--- config.mk ---
export PLATFORM = sky130hd
export DESIGN_NAME = mips_cpu
export DESIGN_NICKNAME = d
export VERILOG_FILES = /design/src/cpu_bus_pkg.sv /design/src/mips_isa_pkg.sv /design/src/exec_unit.sv /design/src/fetch_unit.sv /design/src/instr_queue.sv /design/src/mips_cpu.sv
export SDC_FILE = /design/constraint.sdc
export NUM_CORES = 2
export LEC_CHECK = 0
export ABC_AREA = 1
export CAP_MARGIN = 10
export CORE_ASPECT_RATIO = 0.9
export CORE_MARGIN = 10
export CORE_UTILIZATION = 59
export CTS_CLUSTER_DIAMETER = 30
export DETAILED_ROUTE_END_ITERATION = 16
export DONT_BUFFER_PORTS = 1
export PLACE_DENSITY_LB_ADDON = 0.15
export SETUP_SLACK_MARGIN = 0.2
export SLEW_MARGIN = 30
export SYNTH_ARGS = -nofsm -noshare
export SYNTH_HDL_FRONTEND = slang
export SYNTH_SLANG_ARGS = --single-unit
--- constraint.sdc ---
create_clock -name clk -period 4.63 [get_ports clk]
set_input_delay 0.926 -clock clk [delete_from_list [all_inputs] [get_ports clk]]
set_output_delay 0.926 -clock clk [all_outputs]
set_load 0.005 [all_outputs]
--- src/cpu_bus_pkg.sv ---
package cpu_bus_pkg;

    // Data and address widths of the memory port
    localparam int WORD_W = 32;
    localparam int ADDR_W = 32;

    // Byte stride between consecutive words
    localparam int WORD_BYTES = WORD_W / 8;

    typedef logic [WORD_W-1:0] word_t;
    typedef logic [ADDR_W-1:0] addr_t;

endpackage

--- src/mips_isa_pkg.sv ---
package mips_isa_pkg;

    // Primary opcodes of the supported subset
    localparam logic [5:0] op_special = 6'h00;
    localparam logic [5:0] op_addiu   = 6'h09;
    localparam logic [5:0] op_ori     = 6'h0d;
    localparam logic [5:0] op_lui     = 6'h0f;

    // Function codes under the special opcode
    localparam logic [5:0] fn_sll  = 6'h00;
    localparam logic [5:0] fn_srl  = 6'h02;
    localparam logic [5:0] fn_jr   = 6'h08;
    localparam logic [5:0] fn_addu = 6'h21;
    localparam logic [5:0] fn_subu = 6'h23;
    localparam logic [5:0] fn_and  = 6'h24;
    localparam logic [5:0] fn_or   = 6'h25;
    localparam logic [5:0] fn_slt  = 6'h2a;
    localparam logic [5:0] fn_sltu = 6'h2b;

    // Register format
    typedef struct packed {
        logic [5:0] opcode;
        logic [4:0] rs;
        logic [4:0] rt;
        logic [4:0] rd;
        logic [4:0] shamt;
        logic [5:0] funct;
    } r_fields_t;

    // Immediate format
    typedef struct packed {
        logic [5:0]  opcode;
        logic [4:0]  rs;
        logic [4:0]  rt;
        logic [15:0] imm;
    } i_fields_t;

    // One instruction word, two ways to read it
    typedef union packed {
        r_fields_t r;
        i_fields_t i;
    } instr_u;

endpackage

--- src/exec_unit.sv ---
module exec_unit (
    input  logic               clk,
    input  logic               rst_n,
    input  logic               issue_valid,
    input  cpu_bus_pkg::word_t issue_word,
    input  cpu_bus_pkg::addr_t issue_pc,
    output logic               issue_ready,
    output logic               redirect,
    output cpu_bus_pkg::addr_t redirect_pc,
    output logic               active,
    output cpu_bus_pkg::word_t register_v0
);

    mips_isa_pkg::instr_u ins;

    cpu_bus_pkg::word_t regs [1:31];
    cpu_bus_pkg::word_t rs_val;
    cpu_bus_pkg::word_t rt_val;
    cpu_bus_pkg::word_t wr_data;
    cpu_bus_pkg::word_t imm_sext;
    cpu_bus_pkg::word_t imm_zext;
    cpu_bus_pkg::addr_t next_pc;
    logic [4:0]         wr_idx;
    logic               wr_en;
    logic               is_jr;
    logic               accept;
    logic               halt;
    logic               started;

    assign ins = issue_word;

    // rs and rt sit in the same bits in both formats
    assign rs_val = (ins.r.rs == 5'd0) ? '0 : regs[ins.r.rs];
    assign rt_val = (ins.r.rt == 5'd0) ? '0 : regs[ins.r.rt];

    assign imm_sext = {{16{ins.i.imm[15]}}, ins.i.imm};
    assign imm_zext = {16'h0000, ins.i.imm};

    assign issue_ready = active;
    assign accept      = issue_valid && issue_ready;
    assign next_pc     = issue_pc + cpu_bus_pkg::addr_t'(cpu_bus_pkg::WORD_BYTES);

    // JR to zero ends the program
    assign halt = accept && is_jr && (rs_val == '0);

    // A jump to the next word needs no flush
    assign redirect    = accept && is_jr && (rs_val != '0) && (rs_val != next_pc);
    assign redirect_pc = rs_val;

    assign register_v0 = regs[2];

    always_comb begin
        wr_en   = 1'b0;
        wr_idx  = ins.r.rd;
        wr_data = '0;
        is_jr   = 1'b0;
        if (ins.r.opcode == mips_isa_pkg::op_special) begin
            wr_en = 1'b1;
            case (ins.r.funct)
                mips_isa_pkg::fn_addu: wr_data = rs_val + rt_val;
                mips_isa_pkg::fn_subu: wr_data = rs_val - rt_val;
                mips_isa_pkg::fn_and:  wr_data = rs_val & rt_val;
                mips_isa_pkg::fn_or:   wr_data = rs_val | rt_val;
                mips_isa_pkg::fn_slt:  wr_data = ($signed(rs_val) < $signed(rt_val)) ? 32'd1 : 32'd0;
                mips_isa_pkg::fn_sltu: wr_data = (rs_val < rt_val) ? 32'd1 : 32'd0;
                mips_isa_pkg::fn_sll:  wr_data = rt_val << ins.r.shamt;
                mips_isa_pkg::fn_srl:  wr_data = rt_val >> ins.r.shamt;
                mips_isa_pkg::fn_jr: begin
                    wr_en = 1'b0;
                    is_jr = 1'b1;
                end
                default: wr_en = 1'b0;
            endcase
        end else begin
            wr_en  = 1'b1;
            wr_idx = ins.i.rt;
            case (ins.i.opcode)
                mips_isa_pkg::op_addiu: wr_data = rs_val + imm_sext;
                mips_isa_pkg::op_ori:   wr_data = rs_val | imm_zext;
                mips_isa_pkg::op_lui:   wr_data = {ins.i.imm, 16'h0000};
                // Anything else retires as a no-op
                default:                wr_en = 1'b0;
            endcase
        end
    end

    always_ff @(posedge clk or negedge rst_n) begin
        if (!rst_n) begin
            for (int i = 1; i < 32; i++) begin
                regs[i] <= '0;
            end
        end else if (accept && wr_en && (wr_idx != 5'd0)) begin
            regs[wr_idx] <= wr_data;
        end
    end

    // Active rises once after reset and falls for good on halt
    always_ff @(posedge clk or negedge rst_n) begin
        if (!rst_n) begin
            started <= 1'b0;
            active  <= 1'b0;
        end else if (!started) begin
            started <= 1'b1;
            active  <= 1'b1;
        end else if (halt) begin
            active <= 1'b0;
        end
    end

endmodule

--- src/fetch_unit.sv ---
module fetch_unit #(
    parameter cpu_bus_pkg::addr_t RESET_VECTOR = 32'h0000_0004
) (
    input  logic               clk,
    input  logic               rst_n,
    input  logic               waitrequest,
    input  cpu_bus_pkg::word_t readdata,
    input  logic               fetch_ready,
    input  logic               redirect,
    input  cpu_bus_pkg::addr_t redirect_pc,
    input  logic               active,
    output cpu_bus_pkg::addr_t address,
    output logic               read,
    output logic               fetch_valid,
    output cpu_bus_pkg::word_t fetch_word,
    output cpu_bus_pkg::addr_t fetch_pc
);

    localparam logic [1:0] S_IDLE = 2'd0;
    localparam logic [1:0] S_READ = 2'd1;
    localparam logic [1:0] S_HOLD = 2'd2;

    logic [1:0]         state;
    cpu_bus_pkg::addr_t pc;
    cpu_bus_pkg::addr_t redir_pc;
    logic               busy;
    logic               stale;
    logic               live;
    logic               may_start;

    // No new reads once the core has run and halted
    assign may_start = active || !live;

    // A read already on the bus stays up until it completes
    assign read        = (state == S_READ) && (busy || may_start);
    assign address     = pc;
    assign fetch_valid = (state == S_HOLD);
    assign fetch_pc    = pc;

    always_ff @(posedge clk or negedge rst_n) begin
        if (!rst_n) begin
            state <= S_IDLE;
            pc    <= RESET_VECTOR;
            busy  <= 1'b0;
            stale <= 1'b0;
            live  <= 1'b0;
        end else begin
            if (active) begin
                live <= 1'b1;
            end
            case (state)
                S_IDLE: begin
                    if (redirect) begin
                        pc <= redirect_pc;
                    end
                    if (may_start) begin
                        state <= S_READ;
                    end
                end
                S_READ: begin
                    if (!read) begin
                        state <= S_IDLE;
                    end else if (!waitrequest) begin
                        busy  <= 1'b0;
                        stale <= 1'b0;
                        // Drop the word and restart at the new target
                        if (redirect) begin
                            pc <= redirect_pc;
                        end else if (stale) begin
                            pc <= redir_pc;
                        end else begin
                            state <= S_HOLD;
                        end
                    end else begin
                        busy <= 1'b1;
                        if (redirect) begin
                            stale <= 1'b1;
                        end
                    end
                end
                S_HOLD: begin
                    if (redirect) begin
                        pc    <= redirect_pc;
                        state <= S_READ;
                    end else if (fetch_ready) begin
                        pc    <= pc + cpu_bus_pkg::addr_t'(cpu_bus_pkg::WORD_BYTES);
                        state <= S_READ;
                    end
                end
                default: state <= S_IDLE;
            endcase
        end
    end

    // Redirect target parked until the stale read finishes
    always_ff @(posedge clk) begin
        if (state == S_READ && read && waitrequest && redirect) begin
            redir_pc <= redirect_pc;
        end
        if (state == S_READ && read && !waitrequest) begin
            fetch_word <= readdata;
        end
    end

endmodule

--- src/instr_queue.sv ---
module instr_queue #(
    parameter int QUEUE_DEPTH = 4
) (
    input  logic               clk,
    input  logic               rst_n,
    input  logic               flush,
    input  logic               fetch_valid,
    input  cpu_bus_pkg::word_t fetch_word,
    input  cpu_bus_pkg::addr_t fetch_pc,
    input  logic               issue_ready,
    output logic               fetch_ready,
    output logic               issue_valid,
    output cpu_bus_pkg::word_t issue_word,
    output cpu_bus_pkg::addr_t issue_pc
);

    localparam int IDX_W = $clog2(QUEUE_DEPTH);

    cpu_bus_pkg::word_t word_mem [QUEUE_DEPTH];
    cpu_bus_pkg::addr_t pc_mem   [QUEUE_DEPTH];

    // Extra top bit tells full from empty
    logic [IDX_W:0] wr_ptr;
    logic [IDX_W:0] rd_ptr;
    logic           full;
    logic           empty;
    logic           push;
    logic           pop;

    assign empty = (wr_ptr == rd_ptr);
    assign full  = (wr_ptr[IDX_W] != rd_ptr[IDX_W]) &&
                   (wr_ptr[IDX_W-1:0] == rd_ptr[IDX_W-1:0]);

    assign fetch_ready = !full;
    assign issue_valid = !empty;
    assign issue_word  = word_mem[rd_ptr[IDX_W-1:0]];
    assign issue_pc    = pc_mem[rd_ptr[IDX_W-1:0]];

    assign push = fetch_valid && fetch_ready;
    assign pop  = issue_valid && issue_ready;

    always_ff @(posedge clk or negedge rst_n) begin
        if (!rst_n) begin
            wr_ptr <= '0;
            rd_ptr <= '0;
        end else if (flush) begin
            // Everything queued is on the wrong path
            wr_ptr <= '0;
            rd_ptr <= '0;
        end else begin
            if (push) begin
                wr_ptr <= wr_ptr + 1'b1;
            end
            if (pop) begin
                rd_ptr <= rd_ptr + 1'b1;
            end
        end
    end

    always_ff @(posedge clk) begin
        if (push) begin
            word_mem[wr_ptr[IDX_W-1:0]] <= fetch_word;
            pc_mem[wr_ptr[IDX_W-1:0]]   <= fetch_pc;
        end
    end

endmodule

--- src/mips_cpu.sv ---
module mips_cpu #(
    parameter cpu_bus_pkg::addr_t RESET_VECTOR = 32'h0000_0004,
    parameter int                 QUEUE_DEPTH  = 4
) (
    input  logic               clk,
    input  logic               rst_n,
    input  logic               waitrequest,
    input  cpu_bus_pkg::word_t readdata,
    output logic               active,
    output cpu_bus_pkg::word_t register_v0,
    output cpu_bus_pkg::addr_t address,
    output logic               read
);

    logic               fetch_valid;
    logic               fetch_ready;
    cpu_bus_pkg::word_t fetch_word;
    cpu_bus_pkg::addr_t fetch_pc;

    logic               issue_valid;
    logic               issue_ready;
    cpu_bus_pkg::word_t issue_word;
    cpu_bus_pkg::addr_t issue_pc;

    logic               redirect;
    cpu_bus_pkg::addr_t redirect_pc;

    fetch_unit #(
        .RESET_VECTOR(RESET_VECTOR)
    ) u_fetch (
        .clk(clk),
        .rst_n(rst_n),
        .waitrequest(waitrequest),
        .readdata(readdata),
        .fetch_ready(fetch_ready),
        .redirect(redirect),
        .redirect_pc(redirect_pc),
        .active(active),
        .address(address),
        .read(read),
        .fetch_valid(fetch_valid),
        .fetch_word(fetch_word),
        .fetch_pc(fetch_pc)
    );

    // A taken JR empties the queue on the same edge
    instr_queue #(
        .QUEUE_DEPTH(QUEUE_DEPTH)
    ) u_queue (
        .clk(clk),
        .rst_n(rst_n),
        .flush(redirect),
        .fetch_valid(fetch_valid),
        .fetch_word(fetch_word),
        .fetch_pc(fetch_pc),
        .issue_ready(issue_ready),
        .fetch_ready(fetch_ready),
        .issue_valid(issue_valid),
        .issue_word(issue_word),
        .issue_pc(issue_pc)
    );

    exec_unit u_exec (
        .clk(clk),
        .rst_n(rst_n),
        .issue_valid(issue_valid),
        .issue_word(issue_word),
        .issue_pc(issue_pc),
        .issue_ready(issue_ready),
        .redirect(redirect),
        .redirect_pc(redirect_pc),
        .active(active),
        .register_v0(register_v0)
    );

endmodule

==> metrics.md, run 1 <==
| Metric | Value |
|---|---|
| Status | `did not finish` |
| Halt Stage | `global routing (5_1_grt)` |
| Run Error | `[ERROR GRT-0232] Routing congestion too high. Check the congestion heatmap in the GUI.` |
| CTS Buf Count | `297` |
| Mapped Cells | `13.2k` |
| Post-synth top flop | `dfrtp_1` |
| Final GP Congestion | `1.12` |
| Starting Density | `0.595` |
| Largest net degree at the start of global routing | `about 1.0k` |
| #FFs+latches synth | `1357` |
| Seq/Total Area, Yosys | `0.402` |
| Clk sink count | `1357` |
| Synth Area in Simple Gates | `0.414` |
| All-Layer GR Usage | `0.697` |
| Port Buffers | `0` |
| Post-Synth XOR/XNOR Area | `0.00614` |
| GR Overflow Total | `223` |
| Syn Area/Cell | `~6.7 sq um` |
| Synthesized Nets | `~13k` |
| Synthesized area | `88400 sq um` |
| Mux contribution to synthesized area | `0` |
| Post-synthesis adder-cell area fraction | `0.0203` |
| Io pins | `slightly above 100` |
| Async set-reset flop share out of synthesis | `0.764` |
| Max Buffers Root-to-Sink | `4` |
| Clock root cell | `clkbuf_16` |
| Chip Width | `428 microns` |
| Row cnt | `134` |
| Largest family of logic cells by synthesized area | `simple AND/OR/NAND/NOR gates` |
| Die Ht | `387 microns` |
| Yosys cell types | `76` |
| Yosys warnings | `0` |
| H-tree levels | `5` |
| Area fraction in compound gates after synthesis | `0.0646` |
| HPWL Detailed | `304000 microns` |
| Post-synth EDFFs | `between 300 and 400` |
## per-stage QoR
stage	util	instance area (sq um)	cells	hold slack, ns	setup WS, ns
after floorplan	-	88400	13200	0.403	-0.261
after global placement	0.686	102000	15900	0.442	-1.33
after detailed placement	0.686	102000	15900	0.465	-1.47
after CTS	0.778	116000	16500	-0.254	-0.620
## what timing repair did
| action | in CTS |
|---|---|
| pin swaps | 62 |
| endpoints found under the hold margin | 1036 |
| buffers inserted | 46 |
| cloned | 35 |
| gates resized for setup | 532 |
| endpoints found under the setup margin | 1065 |
## cell usage after synthesis, types with 6 or more instances
master | count | area [sq um]
nand2_1 | 6079 | 22800
nand3_1 | 1777 | 8890
dfrtp_1 | 1036 | 25900
inv_1 | 877 | 3290
nor2_1 | 574 | 2150
buf_2 | 482 | 2410
o21ai_0 | 353 | 1770
edfxtp_1 | 320 | 9610
a21oi_1 | 290 | 1450
clkbuf_1 | 165 | 619
buf_4 | 149 | 1120
ha_1 | 140 | 1750
nand4_1 | 136 | 851
o211ai_1 | 65 | 488
o21ai_1 | 60 | 300
inv_2 | 56 | 210
nand3b_1 | 56 | 420
o22ai_1 | 46 | 288
nor3_1 | 43 | 215
or2_2 | 40 | 250
xor2_1 | 38 | 333
a31oi_1 | 37 | 231
buf_1 | 33 | 124
buf_6 | 27 | 304
nand2_2 | 25 | 156
xnor2_1 | 24 | 210
o221ai_1 | 22 | 193
o2111ai_1 | 21 | 184
nor3_4 | 19 | 309
a32oi_1 | 12 | 105
a32oi_2 | 11 | 179
nor2_4 | 10 | 113
a21o_1 | 9 | 67.6
o21bai_1 | 9 | 67.6
nor2_2 | 8 | 50.1
nor3_2 | 8 | 80.1
nor4_1 | 8 | 50.1
o21a_1 | 8 | 60.1
clkinv_1 | 7 | 26.3
o31ai_1 | 7 | 52.6
nand2_4 | 6 | 67.6
nand3_2 | 6 | 60.1
## per-layer routing
metal | GRT overflow | global-route usage
met5 | 7 | 0.314
met3 | 19 | 0.583
met1 | 18 | 0.751
met4 | 85 | 0.577
met2 | 94 | 0.813
## cells by family after synthesis
family	Yosys count
AO/OA/AOI/OAI	976
XOR/XNOR	62
adder cells (fa/ha/maj)	142
buffers and inverters	1802
flip-flops	1357
other	1
AND/OR/NAND/NOR	8815
==> run 2: changes to the inputs <==
--- a/config.mk
+++ b/config.mk
@@ -7,14 +7,11 @@
 export LEC_CHECK = 0
 export ABC_AREA = 1
 export CAP_MARGIN = 10
-export CORE_ASPECT_RATIO = 0.9
 export CORE_MARGIN = 10
-export CORE_UTILIZATION = 59
-export CTS_CLUSTER_DIAMETER = 30
+export CORE_UTILIZATION = 40
 export DETAILED_ROUTE_END_ITERATION = 16
 export DONT_BUFFER_PORTS = 1
 export PLACE_DENSITY_LB_ADDON = 0.15
-export SETUP_SLACK_MARGIN = 0.2
 export SLEW_MARGIN = 30
 export SYNTH_ARGS = -nofsm -noshare
 export SYNTH_HDL_FRONTEND = slang
==> constraint.sdc (replaced) <==
create_clock -name clk -period 6 [get_ports clk]
set_input_delay 1.2 -clock clk [delete_from_list [all_inputs] [get_ports clk]]
set_output_delay 1.2 -clock clk [all_outputs]
set_load 0.005 [all_outputs]
==> metrics.md, run 2 <==
| Metric | Value |
|---|---|
| Seq/Total Area, Yosys | `0.402 (unchanged)` |
| Synthesized Nets | `13.3k (unchanged)` |
| Mapped Cells | `13.2k (unchanged)` |
| # setup viols final | `0` |
| Most frequent cells in the layout | `nand2_1, nand3_1, dfrtp_1` |
| Top cells by area, synth | `dfrtp_1, nand2_1, edfxtp_1, nand3_1, inv_1` |
| Post-DR vias/cell | `5.82` |
| Async set-reset flop share out of synthesis | `0.764 (unchanged)` |
| Final nets | `13.4k` |
| Period utilization | `0.979` |
| Synth-to-Final Area Change | `14.8%` |
| Reg2Reg Depth | `31` |
| Post-placement cell area | `95800 sq um (-5.9%)` |
| First-pass GRT wire length | `627000 microns` |
| Final GP Congestion | `1.06 (-6.0%)` |
| Post-Layout Inst Area | `102000 sq um` |
| Port Buffers | `0 (unchanged)` |
| Synthesized area | `88400 sq um (unchanged)` |
| Routed WL | `444000 microns` |
| Rel. slew slack | `0.324` |
| Status | `finished, final reports clean` |
| Clock root cell | `clkbuf_16` |
| Yosys cell types | `76 (unchanged)` |
| Worst setup path end | `u_exec.regs[595]` |
| Area leader, netlist | `dfrtp_1` |
| Initial antenna violation count | `9` |
| HPWL Detailed | `309000 microns (+1.4%)` |
| RSZ-0062 raised after global routing | `true` |
| Slew @ Worst Pin | `1.01 ns` |
| Crit path launch | `u_queue.rd_ptr[0]` |
| Leading cell types by count after synthesis | `nand2_1, nand3_1, dfrtp_1` |
| CP peak stage delay | `0.57 ns` |
| Post-synth EDFFs | `320 (unchanged)` |
| Min cycle time layout | `5.87 ns` |
| Most used routing layer | `met1` |
| Die Ht | `490 microns (+27%)` |
| Core Footprint | `220000 sq um` |
| Top-count cell post-synth | `nand2_1` |
| Core Util, Final | `0.462` |
| Fmax | `around 0.17 GHz` |
| Critical Path End Type | `register` |
| Hold buffer count at CTS | `0` |
| #FFs+latches synth | `1357 (unchanged)` |
| Worst Hold Class | `input pin to async pin` |
| RR Endpoint | `u_exec.regs[595]` |
| Clock transition at path regs | `0.06 ns` |
| Grt met1 use | `0.499` |
| Critical path's slowest cell | `ha_1` |
| H-tree levels | `4 (-1)` |
| Vias in the first global route | `87.3k` |
| DRT Pass-1 Iters | `8` |
| Starting Density | `0.402 (-0.193)` |
| CTS Buf Count | `159 (-46%)` |
| Worst setup SP type | `register` |
| Min Hold Slack | `0.0530 ns` |
| DR iter-0 viols | `15.1k` |
| Worst Clk Skew | `0.0838 ns` |
| Chip Width | `490 microns (+15%)` |
| GR Overflow Total | `0` |
| Die area | `240000 sq um` |
| CP max FO | `31` |
| Maxcap violations | `0` |
| Routed vias | `between 90k and 100k` |
| CP Data Required Time | `roughly 6.7 ns` |
| Flop-to-flop setup slack | `0.13 ns` |
| CP arrival | `6.58 ns` |
| Met2 Use GR | `0.485` |
| Crit Path Class | `register to register` |
| Number of fill cells in the layout | `roughly 22k` |
| CTS tree | `done` |
| Post-synth top flop | `dfrtp_1` |
| Layout cell share with drive strength beyond 1 | `0.0957` |
| Crit path top cell by count | `nand2_1` |
| Final hold violations | `0` |
| All-Layer GR Usage | `0.349` |
| Io pins | `101 (unchanged)` |
| Most common cell after layout, fill and taps aside | `nand2_1` |
| Yosys warnings | `0 (unchanged)` |
| Routing usage on met3 | `0.0819` |
| RR Startpoint | `u_queue.rd_ptr[0]` |
| Largest register FFs | `960` |
| Syn Area/Cell | `6.72 sq um (unchanged)` |
| Biggest register | `u_exec.regs` |
| Final Slew Violations | `0` |
| Routed Antenna Nets | `0` |
| Clk sink count | `1357 (unchanged)` |
| Worst-skew pair later-pin latency | `0.87 ns` |
| Row cnt | `172 (+28%)` |
| Largest net degree at the start of global routing | `169` |
| Placed cells | `16.0k (+0.67%)` |
| Layout Cells excl Fill | `16.3k` |
| Max Buffers Root-to-Sink | `3 (-1)` |
| Residual DRC count | `0` |
| WL/cell | `27.2 microns` |
| Synth top area share | `0.293 (unchanged)` |
-- run 2: area by class of cell --
type                       count  area [sq um]  share of cell area
timing repair buffer         785          8350              0.0823
clock buffer                 230          4520              0.0445
sequential                  1357         35600               0.350
inverter                     944          3600              0.0355
antenna                        9          22.5            0.000222
multi-input combinational   9997         45100               0.444
tap                         2958          3700              0.0365
clock inverter                59           706             0.00695
-- run 2: how the worst min path moves through the flow --
stage                        start                      to  slack, ns
finish                       rst_n  u_exec.register_v0[18]       0.05
global route                 rst_n  u_exec.register_v0[10]       0.03
CTS                          rst_n   u_exec.register_v0[2]       0.01
detailed placement  u_exec.started           u_exec.active       0.45
global placement    u_exec.started           u_exec.active       0.42
floorplan           u_exec.started           u_exec.active       0.40
-- run 2: cell families (layout without fill, tap and decap cells) --
family                   after synthesis  after routing  synth area share
AO/OA/AOI/OAI                        976            976            0.0646
XOR/XNOR                              62             62           0.00614
adder cells (fa/ha/maj)              142            142            0.0203
buffers and inverters               1802           2018            0.0923
flip-flops                          1357           1357             0.402
other                                  1             10         0.0000424
AND/OR/NAND/NOR                     8815           8816             0.414
-- run 2: worst max-delay path: cells and delay by family (launching register included) --
family,cells,cell delay (ns)
buf+inv,9,1.79
simple gates,17,1.99
compound gates,4,0.70
flops,1,0.49
fa+ha+maj,1,0.57
-- run 2: stage by stage --
stage / setup TNS [ns] / worst slack, ns
after global placement: -0.00473 / -0.00473
after global routing: -0.0770 / -0.0221
after CTS: 0 / 0.0114
final: 0 / 0.126
after detailed placement: 0 / 0.0254
after floorplan: 0 / 1.07
-- run 2: routing by layer --
| layer | up-vias | routed length (microns) |
|---|---|---|
| li1 | 42200 | - |
| met1 | 45300 | 184000 |
| met2 | 6452 | 178000 |
| met4 | 6 | 27000 |
| met5 | - | 67 |
| met3 | 1192 | 54500 |
-- run 2: what timing repair did --
item / in CTS / in global routing
buffers inserted: 0 / 15
endpoints found under the setup margin: 0 / 736
gates resized for setup: 0 / 54
Power of run 2 is not shown: default switching activity piles up to over one toggle a cycle in this logic, so the estimate is an artifact.
